$ cat src/logic/ecc_pkg.sv
`default_nettype none

package ecc_pkg;

    localparam int DATA_WIDTH   = 36;
    localparam int PARITY_WIDTH = 7;
    localparam int CODE_WIDTH   = DATA_WIDTH + PARITY_WIDTH;
    localparam int ADDR_WIDTH   = 6;
    localparam int MEM_DEPTH    = 2 ** ADDR_WIDTH;
    localparam int COUNT_WIDTH  = 16;

    typedef logic [DATA_WIDTH-1:0]   data_t;
    typedef logic [PARITY_WIDTH-1:0] parity_t;
    typedef logic [CODE_WIDTH-1:0]   code_t;
    typedef logic [ADDR_WIDTH-1:0]   addr_t;
    typedef logic [COUNT_WIDTH-1:0]  count_t;

    // syndrome produced by a flip of each data bit, indexed by data bit.
    // All columns have odd weight, so a double flip never looks like a single one.
    localparam parity_t check_col [DATA_WIDTH] = '{
        7'b1000011,
        7'b1000101,
        7'b1000110,
        7'b0000111,
        7'b1001001,
        7'b1001010,
        7'b0001011,
        7'b1001100,
        7'b0001101,
        7'b0001110,
        7'b1001111,
        7'b1010001,
        7'b1010010,
        7'b0010011,
        7'b1010100,
        7'b0010101,
        7'b0010110,
        7'b1010111,
        7'b1011000,
        7'b0011001,
        7'b0011010,
        7'b1011011,
        7'b0011100,
        7'b1011101,
        7'b1011110,
        7'b0011111,
        7'b1100001,
        7'b1100010,
        7'b0100011,
        7'b1100100,
        7'b0100101,
        7'b0100110,
        7'b1100111,
        7'b1101000,
        7'b0101001,
        7'b0101010
    };

    // each check bit is the parity of the data bits whose column has that bit set.
    function automatic parity_t ecc_encode(data_t d);
        parity_t p;
        p = '0;
        for (int i = 0; i < DATA_WIDTH; i++) begin
            if (d[i]) begin
                p = p ^ check_col[i];
            end
        end
        return p;
    endfunction

endpackage

`default_nettype wire

$ cat src/logic/ecc_36_top.sv
`timescale 1ns/1ps
`default_nettype none

module ecc_36_top (
    input  wire ecc_pkg::data_t   data_in,
    input  wire ecc_pkg::parity_t parity_in,
    input  wire logic             bypass,
    output ecc_pkg::data_t        data_out,
    output ecc_pkg::parity_t      parity_out,
    output ecc_pkg::data_t        mask,
    output logic                  sbit_err,
    output logic                  dbit_err
);

    import ecc_pkg::*;

    parity_t    syndrome;
    logic       syn_zero;
    logic       data_hit;
    logic       check_hit;
    logic [1:0] error;

    // check bits as they should be for the data that was read back.
    assign parity_out = ecc_encode(data_in);
    assign syndrome   = parity_in ^ parity_out;

    // the columns are all distinct, so at most one data bit can match.
    always_comb begin
        mask = '0;
        for (int i = 0; i < DATA_WIDTH; i++) begin
            if (syndrome == check_col[i]) begin
                mask[i] = 1'b1;
            end
        end
    end

    assign syn_zero = (syndrome == '0);
    assign data_hit = |mask;

    // a lone syndrome bit points at the flipped check bit itself.
    assign check_hit = $onehot(syndrome);

    // error[0] marks a single error and error[1] a double error.
    always_comb begin
        error = 2'b00;
        if (data_hit || check_hit) begin
            error = 2'b01;
        end else if (!syn_zero) begin
            error = 2'b10;
        end
    end

    // Check bit errors leave the mask at zero so the data goes through untouched.
    assign data_out = bypass ? data_in : (data_in ^ mask);
    assign sbit_err = bypass ? 1'b0 : error[0];
    assign dbit_err = bypass ? 1'b0 : error[1];

endmodule

`default_nettype wire

$ cat src/logic/ecc_ram.sv
`timescale 1ns/1ps
`default_nettype none

module ecc_ram (
    input  wire logic           clk,
    input  wire logic           rst_n,
    input  wire logic           wr_en,
    input  wire ecc_pkg::addr_t wr_addr,
    input  wire ecc_pkg::data_t wr_data,
    input  wire ecc_pkg::code_t inject_mask,
    input  wire logic           rd_en,
    input  wire ecc_pkg::addr_t rd_addr,
    output ecc_pkg::code_t      rd_code,
    output logic                rd_valid,
    output ecc_pkg::addr_t      rd_addr_q
);

    import ecc_pkg::*;

    code_t mem [MEM_DEPTH];
    code_t wr_code;

    // check bits sit above the data, and the mask lets faults be planted.
    assign wr_code = {ecc_encode(wr_data), wr_data} ^ inject_mask;

    always_ff @(posedge clk) begin
        if (wr_en) begin
            mem[wr_addr] <= wr_code;
        end
    end

    // a read of the address being written returns the old word.
    always_ff @(posedge clk) begin
        if (rd_en) begin
            rd_code   <= mem[rd_addr];
            rd_addr_q <= rd_addr;
        end
    end

    always_ff @(posedge clk or negedge rst_n) begin
        if (!rst_n) begin
            rd_valid <= 1'b0;
        end else begin
            rd_valid <= rd_en;
        end
    end

endmodule

`default_nettype wire

$ cat src/logic/ecc_err_log.sv
`timescale 1ns/1ps
`default_nettype none

module ecc_err_log (
    input  wire logic           clk,
    input  wire logic           rst_n,
    input  wire logic           rd_valid,
    input  wire ecc_pkg::addr_t rd_addr_q,
    input  wire logic           sbit_err,
    input  wire logic           dbit_err,
    output ecc_pkg::count_t     sbit_count,
    output ecc_pkg::count_t     dbit_count,
    output ecc_pkg::addr_t      err_addr,
    output logic                err_addr_valid
);

    import ecc_pkg::*;

    // counts up by one and holds once all bits are set.
    function automatic count_t sat_inc(count_t c);
        count_t n;
        n = c;
        if (c != '1) begin
            n = c + count_t'(1);
        end
        return n;
    endfunction

    always_ff @(posedge clk or negedge rst_n) begin
        if (!rst_n) begin
            sbit_count <= '0;
        end else if (rd_valid && sbit_err) begin
            sbit_count <= sat_inc(sbit_count);
        end
    end

    always_ff @(posedge clk or negedge rst_n) begin
        if (!rst_n) begin
            dbit_count <= '0;
        end else if (rd_valid && dbit_err) begin
            dbit_count <= sat_inc(dbit_count);
        end
    end

    // the most recent faulty address wins.
    always_ff @(posedge clk or negedge rst_n) begin
        if (!rst_n) begin
            err_addr       <= '0;
            err_addr_valid <= 1'b0;
        end else if (rd_valid && (sbit_err || dbit_err)) begin
            err_addr       <= rd_addr_q;
            err_addr_valid <= 1'b1;
        end
    end

endmodule

`default_nettype wire

$ cat src/logic/ecc_mem_top.sv
`timescale 1ns/1ps
`default_nettype none

module ecc_mem_top (
    input  wire logic           clk,
    input  wire logic           rst_n,
    input  wire logic           wr_en,
    input  wire ecc_pkg::addr_t wr_addr,
    input  wire ecc_pkg::data_t wr_data,
    input  wire ecc_pkg::code_t inject_mask,
    input  wire logic           rd_en,
    input  wire ecc_pkg::addr_t rd_addr,
    input  wire logic           bypass,
    output logic                rd_valid,
    output ecc_pkg::data_t      rd_data,
    output logic                sbit_err,
    output logic                dbit_err,
    output ecc_pkg::count_t     sbit_count,
    output ecc_pkg::count_t     dbit_count,
    output ecc_pkg::addr_t      err_addr,
    output logic                err_addr_valid
);

    import ecc_pkg::*;

    code_t rd_code;
    addr_t rd_addr_q;

    ecc_ram ram_i (
        .clk         (clk),
        .rst_n       (rst_n),
        .wr_en       (wr_en),
        .wr_addr     (wr_addr),
        .wr_data     (wr_data),
        .inject_mask (inject_mask),
        .rd_en       (rd_en),
        .rd_addr     (rd_addr),
        .rd_code     (rd_code),
        .rd_valid    (rd_valid),
        .rd_addr_q   (rd_addr_q)
    );

    // the decoder sits directly on the registered read word.
    ecc_36_top dec_i (
        .data_in    (rd_code[DATA_WIDTH-1:0]),
        .parity_in  (rd_code[CODE_WIDTH-1:DATA_WIDTH]),
        .bypass     (bypass),
        .data_out   (rd_data),
        .parity_out (),
        .mask       (),
        .sbit_err   (sbit_err),
        .dbit_err   (dbit_err)
    );

    ecc_err_log log_i (
        .clk            (clk),
        .rst_n          (rst_n),
        .rd_valid       (rd_valid),
        .rd_addr_q      (rd_addr_q),
        .sbit_err       (sbit_err),
        .dbit_err       (dbit_err),
        .sbit_count     (sbit_count),
        .dbit_count     (dbit_count),
        .err_addr       (err_addr),
        .err_addr_valid (err_addr_valid)
    );

endmodule

`default_nettype wire

$ cat config.mk
export PLATFORM = sky130hd
export DESIGN_NAME = ecc_mem_top
export DESIGN_NICKNAME = d
export VERILOG_FILES = /design/src/logic/ecc_pkg.sv /design/src/logic/ecc_36_top.sv /design/src/logic/ecc_ram.sv /design/src/logic/ecc_err_log.sv /design/src/logic/ecc_mem_top.sv
export SDC_FILE = /design/constraint.sdc
export NUM_CORES = 2
export LEC_CHECK = 0
export BUFFER_PORTS_ARGS = -buffer_cell sky130_fd_sc_hd__buf_2
export CORE_ASPECT_RATIO = 0.5
export CORE_MARGIN = 2
export CORE_UTILIZATION = 50
export CTS_CLUSTER_DIAMETER = 30
export DETAILED_ROUTE_END_ITERATION = 10
export PLACE_DENSITY = 0.68
export SLEW_MARGIN = 20
export SYNTH_ARGS = -nofsm -noshare
export SYNTH_HDL_FRONTEND = slang
export SYNTH_HIERARCHICAL = 1
export SYNTH_SLANG_ARGS = --single-unit
$ cat constraint.sdc
create_clock -name clk -period 14.5 [get_ports clk]
set_input_delay 3.625 -clock clk [delete_from_list [all_inputs] [get_ports clk]]
set_output_delay 3.625 -clock clk [all_outputs]
set_load 0.01 [all_outputs]
# After elaboration in Yosys (flattened, before gate mapping)
# Memory sizes are Yosys's and may differ from the RTL's. A register that Yosys moved wholly into a read port is not among the register bits.
# Index checks and enable logic that the tools add are counted.
# op_classes
add_sub_neg	8
mul	0
div	0
n_lt_le_gt_ge	0
eq_ne	39
shift	0
mux	115
bitwise_logic	73
n_reduce_logical	9
# op_table
operator	count
$mux 7	40
$not 3->3	56
$eq 7x7->1 const B	20
$mux 5	14
$not 5->5	14
$mux 6	10
$eq 7x5->1 const B	7
$xor 43x43->43	1
$mux 1	40
$mux 36	1
$reduce_or 36->1	1
$xor 36x36->36	1
$eq 7x6->1 const B	5
$add 16x1->16 const B	2
$ne 16x16->1 const B	2
$mux 4	6
$eq 7x4->1 const B	3
$eq 7x3->1 const B	1
$logic_not 7->1	1
$xor 7x7->7	1
$add 1x1->2	3
$add 3x3->3	2
$mux 3	2
$mux 2	2
other kinds (5)	9
# word_totals
regBits	46
latch_bits	0
ramBits	2752
mem_bits_ro	0
input_bits	96
out_inout_bits	78
elab_cells	251
memories	1
# memory_table
name	depth	width	read_ports	rd_clocked_by_memory_dff	write_ports	line	source
ram_i.mem	64	43	1	1	1	ecc_ram.sv:20	code_t mem [MEM_DEPTH];

# Depth between registers and ports, before layout
# depth
depth_word	81
depth_mapped	19
ltp_nobuf	19

# Cells and area by module
# The synthesis kept the hierarchy.
# modules_own_cells
mod	n_inst	cells_per_inst	area_each_um2
ecc_ram	1	4565	106668.6
ecc_36_top	1	297	2319.7
ecc_err_log	1	168	1931.9

# Worst setup path before layout
# Ideal clock, no wire load.
# synth_timing
path_kind	input to output
startpoint	in bypass
endpoint	out rd_data[9]
t_arrival_ps	4633
slack_ps	6242
stages	5
path_buffers	2
cell_sequence	clkbuf_1 nor2b_1 buf_1 nor3b_1 xor2_1
# synth_via
elab_chain_len	1
# synth_rtl
item	line	source
from (decl)	ecc_mem_top.sv:13	input wire logic bypass,
$mux 36	ecc_36_top.sv:54	assign data_out = bypass ? data_in : (data_in ^ mask);
to (decl)	ecc_mem_top.sv:15	output ecc_pkg::data_t rd_data,
# Every way passes these cells.

# Final worst setup path
# layout_timing
startpoint	reg ram_i.rd_code[23], read port of ram_i.mem
endpoint	out sbit_err
# layout_via
elab_chain_len	27
elab_cells_between_ends	109
# layout_rtl
item	line	source
from (decl)	ecc_ram.sv:13	output ecc_pkg::code_t rd_code,
$mux 7 * (2 in series)	ecc_pkg.sv:64	if (d[i]) begin
$not 5->5 (no line) or $mux 7 (tied branches)	-	
$mux 5 or $not 5->5 (tied branches)	-	
$not 3->3 (no line) or $mux 5 (tied branches)	-	
$mux 7 * (2 in series)	ecc_pkg.sv:64	
$not 3->3 (no line) or $mux 6 (tied branches)	-	
$mux 6 or $not 3->3 (tied branches)	-	
$mux 7 *	ecc_pkg.sv:64	
[7 not listed]	-	
$mux 6 (2 in series)	ecc_pkg.sv:64	
$xor 7x7->7 *	ecc_36_top.sv:25	assign syndrome = parity_in ^ parity_out;
$add 1x1->2 (not written as such)	ecc_36_top.sv:41	assign check_hit = $onehot(syndrome);
$add 3x3->3 (not written as such) (2 in series)	ecc_36_top.sv:41	
$eq 3x1->1	ecc_36_top.sv:41	
$logic_or 1x1->1 *	ecc_36_top.sv:46	if (data_hit || check_hit) begin
$mux 2 *	ecc_36_top.sv:46	
$mux 1 *	ecc_36_top.sv:55	assign sbit_err = bypass ? 1'b0 : error[0];
to (decl)	ecc_mem_top.sv:16	output logic sbit_err,
# Mark *: on every way between the ends. The rest lies on a longest branch, timed or not.

==> flow_summary.json <==
{
  "rr_startpoint": "ram_i/rd_code[23]",
  "worst_ir_drop_vdd_uv": 172.9,
  "fin_crit_ns": 9.790,
  "start_kind": "flip-flop",
  "ant_nets": 0,
  "drive_gt1_share_pct": 31.95,
  "worst-endpoint-arrival_ns": 6.16,
  "fp-row-count": 122,
  "synthCells": 4990,
  "fin_skew_ns": 0.05661,
  "htree_levels": 5,
  "antenna_found_initial": 6,
  "synth_warnings": 6,
  "dr.pass1.iters": 5,
  "max-slew-margin-rel_pct": 20.72,
  "drt_iter0_drc": 7564,
  "fin_tns_setup_ns": 0,
  "grt_max_degree": 105,
  "grt_pass1_vias": 56470,
  "area_growth_pct": 17.10,
  "fin_util_pct": 58.75,
  "maxSlewViolCount": 0,
  "final_cell_mix": "2801 x edfxtp_1, 666 x mux4_2, 380 x clkbuf_16",
  "root_buffer": "clkbuf_16",
  "required_ns": 10.88,
  "final_common_cell": "edfxtp_1",
  "pin_count": 174,
  "die_area_um2": 225300,
  "cts_tree": "done",
  "clkTransAtPathRegs_ns": 0.06,
  "rsz0062_at_grt": "false",
  "cp-end-kind": "output pin",
  "netlist_area_um2": 110700,
  "clk_latency_ns": 0.86,
  "crit_type": "reg2out",
  "drt-total-wl_mm": 282.9,
  "wire_per_inst_um": 32.38,
  "initial_core_util_pct": 50.17,
  "hold_viol": 0,
  "grt_overflow": 0,
  "power_leakage_nw": 41.47,
  "clock_sinks": 2841,
  "status": "complete, no violations",
  "p_per_area_nw_per_um2": 170.7,
  "grtUsageTotal_pct": 25.03,
  "reg2reg_to": "log_i/sbit_count[7]",
  "nFillCells": 15270,
  "grt_pass1_wl_mm": 406.1,
  "chipWidth_um": 669.3,
  "post_cts_buffers": 0,
  "cts_resized": 0,
  "numCtsBuffers": 374,
  "placed_cells": 8040,
  "ff2ff_setup_slack_ns": 8.21,
  "syn_avg_cell_area_um2": 22.18,
  "setup.worst_path.end": "sbit_err",
  "setup_viol": 0,
  "min_path_type": "reg2reg",
  "synth_fp_nets": 5096,
  "worst-r2r-cell-count": 18,
  "fin_cells": 8737,
  "coreArea_um2": 220600,
  "clock_path_buffers": 4,
  "routabilityCongestion": 0.8685,
  "drc": 0,
  "hpwl_mm": 156.9,
  "io_buffer_count": 173,
  "max_cap_violations": 0,
  "worst_slew_pin_slew_ns": 1.186,
  "nets": 5551,
  "avgViaCountPerCell": 6.334,
  "holdBufCountCts": 0,
  "vias": 55340,
  "crit_start": "ram_i/rd_code[23]",
  "max_clock_freq_mhz": 102.2,
  "fp.dieH_um": 336.7,
  "cp_max_fo": 15,
  "min_period_over_period_pct": 67.51
}
-- state kept, by name, summed over array words and instances, names as in the netlist --
| register | count |
|---|---|
| ram_i/rd_code | 43 |
| ram_i/mem | 2752 |
| log_i/err_addr_valid | 1 |
| log_i/err_addr | 6 |
| log_i/dbit_count | 16 |
| log_i/sbit_count | 16 |
| ram_i/rd_addr_q | 6 |
| ram_i/rd_valid | 1 |
-- critical path: stages (launching register included) --
cell and delay [ns]:
edfxtp_1 0.46, xor2_1 0.32, xnor3_1 0.47, xnor2_1 0.41, xnor2_1 0.17, buf_4 0.24
inv_2 0.14, fa_1 0.53, fa_1 0.43, fa_1 0.39, fa_1 0.50, nor2_1 0.07
a32oi_1 0.19, nand4_1 0.18, o31a_1 0.56, buf_2 0.24
-- worst min-delay path by stage --
stage | slack [ns] | endpoint | cells past startpoint | startpoint
6_report | 0.47 | log_i/err_addr_valid | 1 | log_i/err_addr_valid
5_1_grt | 0.49 | log_i/err_addr[4] | 1 | ram_i/rd_addr_q[4]
4_1_cts | 0.48 | log_i/err_addr_valid | 1 | log_i/err_addr_valid
3_5_place_dp | 0.46 | log_i/err_addr_valid | 1 | log_i/err_addr_valid
3_3_place_gp | 0.45 | log_i/err_addr_valid | 1 | log_i/err_addr_valid
2_1_floorplan | 0.46 | log_i/err_addr[0] | 1 | ram_i/rd_addr_q[0]
-- power breakdown --
group          leakage (nW)  switching [W]  internal [W]
clock network          6.22        0.00376       0.00562
logic                  9.50        0.00211      0.000932
registers              25.8      0.0000599       0.00964
total                  41.5        0.00592        0.0162
-- through the flow --
stage | instance area, µm² | power [W] | setup slack (ns) | hold slack, ns
finish | 129600 | 0.02211 | 4.710 | 0.4740
global route | 129600 | 0.02283 | 4.530 | 0.4889
CTS | 129400 | 0.02221 | 4.750 | 0.4816
detailed placement | 116500 | 0.01288 | 5.642 | 0.4634
global placement | 116500 | 0.01282 | 5.622 | 0.4458
floorplan | 110700 | 0.01172 | 6.242 | 0.4555
-- area by class of cell --
class,instances,area [µm²],area share [%]
clock buffer,398,9577,7.390
multi-input combinational,1866,25410,19.61
inverter,11,43.79,0.03379
antenna,5,12.51,0.009655
timing repair buffer,351,2380,1.836
clock inverter,289,3326,2.566
sequential,2841,85110,65.68
tap,2976,3724,2.873
-- routing by layer --
metal	global-route usage (%)	up-vias	wire length, µm
met5	0	-	12
met4	8.251	2	9380
met1	34.98	29580	109600
met3	4.829	457	27360
met2	40.26	3083	136600
li1	-	22220	-
No activity file was read; power rests on OpenSTA's default activity.
